File: src/hdl/dump_pkg.sv
`default_nettype none

package dump_pkg;

   typedef logic [7:0]  byte_t;        // one data byte
   typedef logic [23:0] flash_addr_t;  // flash byte address

   localparam byte_t FLASH_READ_CMD = 8'h03;  // standard read, no dummy cycles
   localparam int DUMP_LEN = 256;             // bytes per dump

   // 1200 baud at 48 MHz
   localparam int DEFAULT_CLKS_PER_BIT = 40000;

   typedef enum logic [1:0] {
      seq_idle,
      seq_request,
      seq_wait_data,
      seq_wait_tx
   } seq_state_t;

   typedef enum logic [1:0] {
      spi_idle,
      spi_shift_out,
      spi_shift_in,
      spi_hold
   } spi_state_t;

endpackage

`default_nettype wire

File: src/hdl/spi_flash_reader.sv
`timescale 1ns/1ps
`default_nettype none

module spi_flash_reader (
   input  wire                   clk,
   input  wire                   rst,
   input  wire                   rd_req,
   input  dump_pkg::flash_addr_t rd_addr,
   input  wire                   rd_ack,
   output logic                  data_valid,
   output dump_pkg::byte_t       rd_data,
   output logic                  spi_sck,
   output logic                  spi_ss,
   output logic                  spi_mosi,
   input  wire                   spi_miso
);

   import dump_pkg::*;

   spi_state_t  state;
   logic [4:0]  bit_cnt;
   logic [31:0] out_sr;   // command then address, msb first
   byte_t       in_sr;

   assign spi_mosi = out_sr[31];
   assign rd_data  = in_sr;

   always_ff @(posedge clk) begin
      if (rst) begin
         state      <= spi_idle;
         bit_cnt    <= '0;
         out_sr     <= '0;
         spi_sck    <= 1'b0;
         spi_ss     <= 1'b1;
         data_valid <= 1'b0;
      end else begin
         case (state)
            spi_idle: begin
               if (rd_req) begin
                  spi_ss  <= 1'b0;
                  spi_sck <= 1'b0;
                  out_sr  <= {FLASH_READ_CMD, rd_addr};  // first bit valid before rising edge
                  bit_cnt <= '0;
                  state   <= spi_shift_out;
               end
            end

            spi_shift_out: begin
               if (!spi_sck) begin
                  spi_sck <= 1'b1;             // flash samples here
               end else begin
                  spi_sck <= 1'b0;
                  out_sr  <= {out_sr[30:0], 1'b0};  // next bit on falling edge
                  if (bit_cnt == 5'd31) begin
                     bit_cnt <= '0;
                     state   <= spi_shift_in;
                  end else begin
                     bit_cnt <= bit_cnt + 5'd1;
                  end
               end
            end

            spi_shift_in: begin
               if (bit_cnt == 5'd8) begin
                  // one quiet cycle with sck low before releasing ss
                  spi_ss     <= 1'b1;
                  data_valid <= 1'b1;
                  state      <= spi_hold;
               end else if (!spi_sck) begin
                  spi_sck <= 1'b1;
                  in_sr   <= {in_sr[6:0], spi_miso};  // sample at rising edge
               end else begin
                  spi_sck <= 1'b0;
                  bit_cnt <= bit_cnt + 5'd1;
               end
            end

            spi_hold: begin
               if (rd_ack) begin
                  data_valid <= 1'b0;
                  state      <= spi_idle;
               end
            end

            default: begin
               state <= spi_idle;
            end
         endcase
      end
   end

endmodule

`default_nettype wire

File: src/hdl/uart_tx.sv
`timescale 1ns/1ps
`default_nettype none

module uart_tx #(
   parameter int CLKS_PER_BIT = dump_pkg::DEFAULT_CLKS_PER_BIT
) (
   input  wire             clk,
   input  wire             rst,
   input  wire             tx_start,
   input  dump_pkg::byte_t tx_data,
   output logic            tx_serial,
   output logic            tx_busy
);

   import dump_pkg::*;

   localparam int CNT_W = (CLKS_PER_BIT > 1) ? $clog2(CLKS_PER_BIT) : 1;

   logic [CNT_W-1:0] clk_cnt;
   logic [3:0]       bit_cnt;
   logic [9:0]       frame;    // stop, data lsb first, start

   assign tx_serial = frame[0];

   always_ff @(posedge clk) begin
      if (rst) begin
         clk_cnt <= '0;
         bit_cnt <= '0;
         frame   <= '1;    // idle line high
         tx_busy <= 1'b0;
      end else if (!tx_busy) begin
         if (tx_start) begin
            frame   <= {1'b1, tx_data, 1'b0};
            clk_cnt <= '0;
            bit_cnt <= '0;
            tx_busy <= 1'b1;
         end
      end else begin
         if (clk_cnt == CNT_W'(CLKS_PER_BIT - 1)) begin
            clk_cnt <= '0;
            frame   <= {1'b1, frame[9:1]};  // ones fill in behind the stop bit
            if (bit_cnt == 4'd9) begin
               tx_busy <= 1'b0;              // end of stop bit
            end else begin
               bit_cnt <= bit_cnt + 4'd1;
            end
         end else begin
            clk_cnt <= clk_cnt + CNT_W'(1);
         end
      end
   end

endmodule

`default_nettype wire

File: src/hdl/dump_sequencer.sv
`timescale 1ns/1ps
`default_nettype none

module dump_sequencer (
   input  wire                   clk,
   input  wire                   rst,
   input  wire                   start,
   output logic                  rd_req,
   output dump_pkg::flash_addr_t rd_addr,
   output logic                  rd_ack,
   input  wire                   data_valid,
   input  dump_pkg::byte_t       rd_data,
   output logic                  tx_start,
   output dump_pkg::byte_t       tx_data,
   input  wire                   tx_busy,
   output logic                  busy,
   output logic                  done
);

   import dump_pkg::*;

   localparam flash_addr_t LAST_ADDR = flash_addr_t'(DUMP_LEN - 1);

   seq_state_t state;

   always_ff @(posedge clk) begin
      if (rst) begin
         state    <= seq_idle;
         rd_addr  <= '0;
         rd_req   <= 1'b0;
         rd_ack   <= 1'b0;
         tx_start <= 1'b0;
         busy     <= 1'b0;
         done     <= 1'b0;
      end else begin
         rd_req   <= 1'b0;   // strobes last one cycle
         rd_ack   <= 1'b0;
         tx_start <= 1'b0;

         case (state)
            seq_idle: begin
               if (start) begin
                  rd_addr <= '0;
                  busy    <= 1'b1;
                  done    <= 1'b0;
                  state   <= seq_request;
               end
            end

            seq_request: begin
               // reader is back in idle by now, ack went out two cycles ago
               rd_req <= 1'b1;
               state  <= seq_wait_data;
            end

            seq_wait_data: begin
               if (data_valid && !tx_busy) begin
                  tx_data  <= rd_data;
                  tx_start <= 1'b1;
                  rd_ack   <= 1'b1;
                  rd_addr  <= rd_addr + flash_addr_t'(1);
                  if (rd_addr == LAST_ADDR) begin
                     state <= seq_wait_tx;
                  end else begin
                     state <= seq_request;  // overlap next read with this frame
                  end
               end
            end

            seq_wait_tx: begin
               // tx_busy only rises the cycle after tx_start
               if (!tx_busy && !tx_start) begin
                  busy  <= 1'b0;
                  done  <= 1'b1;
                  state <= seq_idle;
               end
            end

            default: begin
               state <= seq_idle;
            end
         endcase
      end
   end

endmodule

`default_nettype wire

File: src/hdl/flash_dump_top.sv
`timescale 1ns/1ps
`default_nettype none

module flash_dump_top #(
   parameter int CLKS_PER_BIT = dump_pkg::DEFAULT_CLKS_PER_BIT
) (
   input  wire  clk,
   input  wire  rst,
   input  wire  start,
   output logic spi_sck,
   output logic spi_ss,     // active low
   output logic spi_mosi,
   input  wire  spi_miso,
   output logic uart_tx,
   output logic busy,
   output logic done
);

   import dump_pkg::*;

   logic        rd_req;
   flash_addr_t rd_addr;
   logic        rd_ack;
   logic        data_valid;
   byte_t       rd_data;
   logic        tx_start;
   byte_t       tx_data;
   logic        tx_busy;

   dump_sequencer u_seq (
      .clk        (clk),
      .rst        (rst),
      .start      (start),
      .rd_req     (rd_req),
      .rd_addr    (rd_addr),
      .rd_ack     (rd_ack),
      .data_valid (data_valid),
      .rd_data    (rd_data),
      .tx_start   (tx_start),
      .tx_data    (tx_data),
      .tx_busy    (tx_busy),
      .busy       (busy),
      .done       (done)
   );

   spi_flash_reader u_reader (
      .clk        (clk),
      .rst        (rst),
      .rd_req     (rd_req),
      .rd_addr    (rd_addr),
      .rd_ack     (rd_ack),
      .data_valid (data_valid),
      .rd_data    (rd_data),
      .spi_sck    (spi_sck),
      .spi_ss     (spi_ss),
      .spi_mosi   (spi_mosi),
      .spi_miso   (spi_miso)
   );

   uart_tx #(
      .CLKS_PER_BIT (CLKS_PER_BIT)
   ) u_uart_tx (
      .clk        (clk),
      .rst        (rst),
      .tx_start   (tx_start),
      .tx_data    (tx_data),
      .tx_serial  (uart_tx),
      .tx_busy    (tx_busy)
   );

endmodule

`default_nettype wire

File: config.mk
export PLATFORM = sky130hd
export DESIGN_NAME = flash_dump_top
export DESIGN_NICKNAME = d
export VERILOG_FILES = /design/src/hdl/dump_pkg.sv /design/src/hdl/spi_flash_reader.sv /design/src/hdl/uart_tx.sv /design/src/hdl/dump_sequencer.sv /design/src/hdl/flash_dump_top.sv
export SDC_FILE = /design/constraint.sdc
export NUM_CORES = 1
export LEC_CHECK = 0
export BUFFER_PORTS_ARGS = -buffer_cell sky130_fd_sc_hd__buf_2
export CORE_UTILIZATION = 35
export CTS_CLUSTER_SIZE = 40
export DETAILED_ROUTE_END_ITERATION = 16
export GPL_TIMING_DRIVEN = 1
export HOLD_SLACK_MARGIN = 0.05
export PLACE_DENSITY = 0.45
export SLEW_MARGIN = 20
export SYNTH_ARGS = -nofsm -noshare
export SYNTH_HDL_FRONTEND = slang
export SYNTH_SLANG_ARGS = --single-unit
File: constraint.sdc
create_clock -name clk -period 2.8 [get_ports clk]
set_clock_uncertainty 0.15 [all_clocks]
set_input_delay 0.14 -clock clk [delete_from_list [all_inputs] [get_ports clk]]
set_output_delay 0.14 -clock clk [all_outputs]
set_load 0.05 [all_outputs]
==> results of run 1 <==
-- cell type report --
class | count | area share
clock buffers | 17 | 0.06659
repair buffers | 26 | 0.02781
flip-flops and latches | 118 | 0.3948
well taps | 211 | 0.04132
clock inverters | 15 | 0.02624
inverters | 12 | 0.007051
multi-input cells | 424 | 0.4362
-- where the power goes --
part | total [W] | switching (W) | internal, W | leakage, nW
logic | 0.00103 | 0.000642 | 0.000388 | 0.859
clock network | 0.00218 | 0.000848 | 0.00133 | 0.286
registers | 0.00203 | 0.000116 | 0.00192 | 0.971
-- cells in the final DEF (no fill, tap or decap), types with 15 or more instances in the layout --
cell type / instances
a211oi_1: 25
a21oi_1: 33
buf_4: 15
clkbuf_16: 17
dfxtp_1: 102
edfxtp_1: 16
mux2i_1: 28
nand2_1: 40
nand3_1: 15
nand4_1: 16
nor2_1: 66
o211ai_1: 15
o21ai_0: 18
-- sequential cells by signal, indices dropped and copies added (netlist names), 4 cells and up --
signal             flops
u_reader.bit_cnt       5
u_uart_tx.bit_cnt      4
u_reader.out_sr       32
u_reader.rd_data       8
u_uart_tx.clk_cnt     16
u_uart_tx.frame        9
u_seq.rd_addr         24
u_seq.tx_data          8
-- worst min-delay path, cell delays in order --
cell,delay (ns)
buf_2,0.13
clkinv_1,0.18
o21ai_0,0.12
-- per-stage QoR --
stage / instance area [sq um] / hold slack, ns / cells / power (W) / utilization
after global placement: 5776 / 0.1689 / 789 / 0.003084 / 0.3785
after global routing: 6389 / 0.1106 / 823 / 0.005536 / 0.4187
final: 6389 / 0.06853 / 823 / 0.005239 / 0.4187
after detailed placement: 5776 / 0.1719 / 789 / 0.003100 / 0.3785
after floorplan: 5508 / 0.08887 / 595 / 0.002860 / -
after CTS: 6389 / 0.07531 / 823 / 0.005308 / 0.4187
-- per-layer routing --
layer / global-route usage / wire length [um]
met1: 0.2329 / 6550
met2: 0.2600 / 5726
met3: 0.04271 / 362
met4: 0.06022 / 146
met5: 0 / 0
-- kinds of logic after synthesis --
logic type | count (synthesis)
compound gates | 145
xor+xnor | 11
fa+ha+maj | 12
buf+inv | 53
flops | 118
mux | 35
simple gates | 221
-- how the worst min path moves through the flow --
stage	endpoint	depth (start not counted)
after floorplan	u_reader.rd_data[0]$_DFFE_PP_	0
final	u_reader.spi_ss$_SDFFE_PP1P_	3
after global placement	u_reader.rd_data[0]$_DFFE_PP_	1
after global routing	u_uart_tx.clk_cnt[1]$_SDFFE_PP0P_	3
after detailed placement	u_reader.rd_data[0]$_DFFE_PP_	1
after CTS	u_reader.spi_ss$_SDFFE_PP1P_	3
==> impl_metrics.toml, run 1 <==
[setup_path]
end_kind = "register"
crit_slowest_cell = "a21oi_4"
crit_type = "reg2reg"
cp-start-kind = "register"
r2r-start = "u_reader.state[1]$_SDFFE_PP0P_"
worst-path-stages = 7
path_cells = "inv_1 > ha_1 > nand2b_1 > a21oi_4 > buf_4 > nor2_1 > a211oi_1"
r2r_end = "u_reader.out_sr[20]$_SDFFE_PP0P_"
crit_buf_inv = 2
path_max_fanout = 31
crit_arrival_ns = 2.67
ff2ff_path_depth = 7
worstSetupStartpoint = "u_reader.state[1]$_SDFFE_PP0P_"
cpPeakStageDelay_ns = 0.67
critical-path-top-delay-family = "compound AO/OA/AOI/OAI gates"
crit_required_ns = 2.98
ff2ff_setup_slack_ns = 0.31
crit_end = "u_reader.out_sr[20]$_SDFFE_PP0P_"

[timing]
hold_viol = 0
fin_crit_sh = 0.8902
rsz0062_at_grt = "false"
relSlewSlack = 0.4619
tightest_slew_ns = 0.7962
setup_viol = 0
fmax_ghz = 0.4012
slew_violations = 0
fin_crit_ns = 2.493
fin_setup_tns_ns = 0
setup_slack_ns = 0.3073

[cts]
postCtsSetupBuffers = 0
cts_hold_buf = 2
cts_tree = "yes"
clkSlewWorstSetupHoldPaths_ns = 0.06
cts_sinks = 118
post_cts_resized = 0
cts-root-buf = "clkbuf_16"
numCtsBuffers = 17
clk_path_buf_depth = 2
htree_levels = 4
clkLatencyLatePin_ns = 0.42

[drt]
wire_per_inst_um = 15.54
drc = 0
drtPass1Iterations = 4
drt_iter0_markers = 319
antenna_left = 0
vias = 4466
via_per_inst = 5.426
wl_um = 12790

[logic_synthesis]
synth_commonest_cells = "dfxtp_1, nor2_1, nand2_1, a21oi_1, mux2i_1"
synth_simple_gate_area_share = 0.2119
synth_top_family_by_area = "simple AND/OR/NAND/NOR gates"
synth-edff-count = 16
synth.largest_area_cell = "dfxtp_1"
netlist_area_sq_um = 5508
synthArstFlopShare = 0
synth_xor_area_frac = 0.01749
synth-compound-area-share = 0.1820
synthAdderAreaFrac = 0.02726
synth_most_common_cell = "dfxtp_1"
synth_area_leaders = "dfxtp_1, edfxtp_1, mux2i_1"
ys_ff_latch = 118
ys_warn_count = 0
synthFlopType = "dfxtp_1"
syn_inst = 595
yosysTopAreaCellShare = 0.3707
syn_nets = 611
muxShareOfSynthArea = 0.06520
synth.distinct_cells = 65
yosysSeqAreaShare = 0.4580
avgSynthCellArea_sq_um = 9.257

[pwr]
peakVddDrop_mv = 0.4889
p_leak_nw = 2.116
p_per_area_nw_per_um2 = 820.0

[global_route]
antenna_found_initial = 0
gr-total-overflow = 0
grt_use_total = 0.1704
grt_pass1_vias = 4198
grt_pass1_wl_um = 21580
grt_max_degree = 32

[placement]
finalWeightedCongestion = 0.7767
numPortBuffers = 9
hpwl_um = 8508
pre_cts_ws_ns = 0.3287

[final_layout]
final_nets = 615
n_antenna_cell = 0
drive_gt1_frac = 0.1242
multi_input_area_sq_um = 2786
syn_to_final_growth_pct = 15.99
final-seq-area_sq_um = 2522
nFillCells = 1493

[die]
die_h_um = 127.4
die_area_sq_um = 16240
die_w_um = 127.4
ios = 10
rows = 45
core_sq_um = 15260
start_util = 0.3610

[min_path]
hold_path_class = "in2reg"
min_from = "rst"

[run_status]
status = "complete, no violations"

[job]
drv_cap = 0
(Power assumes the default switching activity.)
==> run 2: changes to the inputs <==
--- a/config.mk
+++ b/config.mk
@@ -7,6 +7,7 @@
 export LEC_CHECK = 0
 export BUFFER_PORTS_ARGS = -buffer_cell sky130_fd_sc_hd__buf_2
 export CORE_UTILIZATION = 35
+export CTS_BUF_LIST = sky130_fd_sc_hd__clkbuf_4
 export CTS_CLUSTER_SIZE = 40
 export DETAILED_ROUTE_END_ITERATION = 16
 export GPL_TIMING_DRIVEN = 1
==> impl_metrics.toml, run 2 (synthesized netlist as in run 1, its figures left out) <==
[setup_path]
crit_slowest_cell = "a21oi_4"
path_max_fanout = 31
ff2ff_setup_slack_ns = 0.30
crit_type = "reg2reg"
r2r_end = "u_reader.out_sr[20]$_SDFFE_PP0P_"
cp-start-kind = "register"
crit_required_ns = 3.09
ff2ff_path_depth = 7
end_kind = "register"
worstSetupStartpoint = "u_reader.state[1]$_SDFFE_PP0P_"
r2r-start = "u_reader.state[1]$_SDFFE_PP0P_"
path_cells = "inv_1 > ha_1 > nand2b_1 > a21oi_4 > buf_4 > nor2_1 > a211oi_1"
cpPeakStageDelay_ns = 0.67
crit_arrival_ns = 2.79

[final_layout]
syn_to_final_growth_pct = 10.99
final_nets = 617
nFillCells = 1519
final_core_utilization = 0.4007
final_cell_mix = "dfxtp_1, nor2_1, nand2_1"
largest_reg_flops = 32
final_common_cell = "dfxtp_1"
top_register = "u_reader.out_sr"
drive_gt1_frac = 0.1238
largestRegisters = "u_reader.out_sr: 32 flops, u_seq.rd_addr: 24 flops, u_uart_tx.clk_cnt: 16 flops"

[global_route]
grt_use_total = 0.1678
antenna_found_initial = 1
grt_max_degree = 32
grt_pass1_vias = 4155
grt_pass1_wl_um = 21340
gr-total-overflow = 0

[pwr]
peakVddDrop_mv = 0.3722
p_per_area_nw_per_um2 = 710.2
power.total_w = 0.004342
p_leak_nw = 1.996

[timing]
setup_viol = 0
fin_setup_tns_ns = 0
fmax_ghz = 0.3994
relSlewSlack = 0.4639
slew_violations = 0
fin_crit_ns = 2.504
hold_viol = 0
rsz0062_at_grt = "false"
tightest_slew_ns = 0.7934
fin_crit_sh = 0.8942

[min_path]
min_to = "u_reader.rd_data[0]$_DFFE_PP_"
whs_path_depth = 2
hold_path_class = "in2reg"
min_from = "spi_miso"

[die]
die_area_sq_um = 16240
rows = 45
die_w_um = 127.4
core_sq_um = 15260
die_h_um = 127.4
start_util = 0.3610
ios = 10

[drt]
wire_per_inst_um = 15.36
dr_wl_met3_um = 366
met1Wirelength_um = 6517
drtPass1Iterations = 5
drt_iter0_markers = 312
via_per_inst = 5.441
wl_um = 12680
vias = 4494
met2_length_um = 5697
drc = 0
antenna_left = 0
dr.max_layer_used = "met4"

[cts]
cts_sinks = 118
numCtsBuffers = 17
postCtsSetupBuffers = 0
cts_hold_buf = 4
clkLatencyLatePin_ns = 0.52
cts-root-buf = "clkbuf_4"
htree_levels = 4
cts_tree = "yes"
clk_path_buf_depth = 2
clkSlewWorstSetupHoldPaths_ns = 0.13
post_cts_resized = 0

[job]
drv_cap = 0

[placement]
numPortBuffers = 9
hpwl_um = 8508
finalWeightedCongestion = 0.7767

[run_status]
status = "complete, no violations"
-- run 2: cell count changes in the layout (fill, tap and decap cells not counted), sizes merged --
cell,previous run,this run
dlygate4sd3,2,4
diode,0,1
-- run 2: critical path: cells and delay by family, from the launching register on --
family,cells,cell delay (ns)
DFF,1,0.40
adders and majority gates,1,0.27
and+or+nand+nor,2,0.28
AOI/OAI and AO/OA,2,0.87
buffers and inverters,2,0.45
-- run 2: how the worst max path moves through the flow --
stage | endpoint | cells after the start
floorplan | u_reader.out_sr[14]$_SDFFE_PP0P_ | 5
global placement | u_reader.out_sr[17]$_SDFFE_PP0P_ | 7
detailed placement | u_reader.out_sr[16]$_SDFFE_PP0P_ | 7
CTS | u_reader.out_sr[20]$_SDFFE_PP0P_ | 7
global route | u_reader.out_sr[21]$_SDFFE_PP0P_ | 7
finish | u_reader.out_sr[20]$_SDFFE_PP0P_ | 7
-- run 2: metrics by stage --
step / std cells / area (sq um) / worst slack (ns) / hold WS (ns)
2_1_floorplan: 595 / 5508 / 0.7101 / 0.08887
3_3_place_gp: 789 / 5776 / 0.3979 / 0.1689
3_5_place_dp: 789 / 5776 / 0.3287 / 0.1719
4_1_cts: 825 / 6111 / 0.2764 / 0.1082
5_1_grt: 826 / 6113 / 0.06612 / 0.09822
6_report: 826 / 6113 / 0.2963 / 0.1605
-- run 2: layer usage --
layer,up-vias,global-route usage
li1,2255,-
met1,2162,0.2316
met2,70,0.2562
met3,7,0.04397
met4,0,0.04972
met5,-,0
-- run 2: layout make-up --
cell class / count / area, sq um / share of cell area
inverters: 12 / 45.04 / 0.007368
flip-flops and latches: 118 / 2522 / 0.4126
well taps: 211 / 264.0 / 0.04318
clock buffers: 17 / 127.6 / 0.02088
repair buffers: 28 / 197.7 / 0.03234
multi-input cells: 424 / 2786 / 0.4558
clock inverters: 15 / 167.7 / 0.02743
diodes: 1 / 2.502 / 0.0004093
-- run 2: where the power goes --
part / internal [W] / switching [W]
Clock: 0.000551 / 0.000732
Sequential: 0.00191 / 0.000116
Combinational: 0.000389 / 0.000642
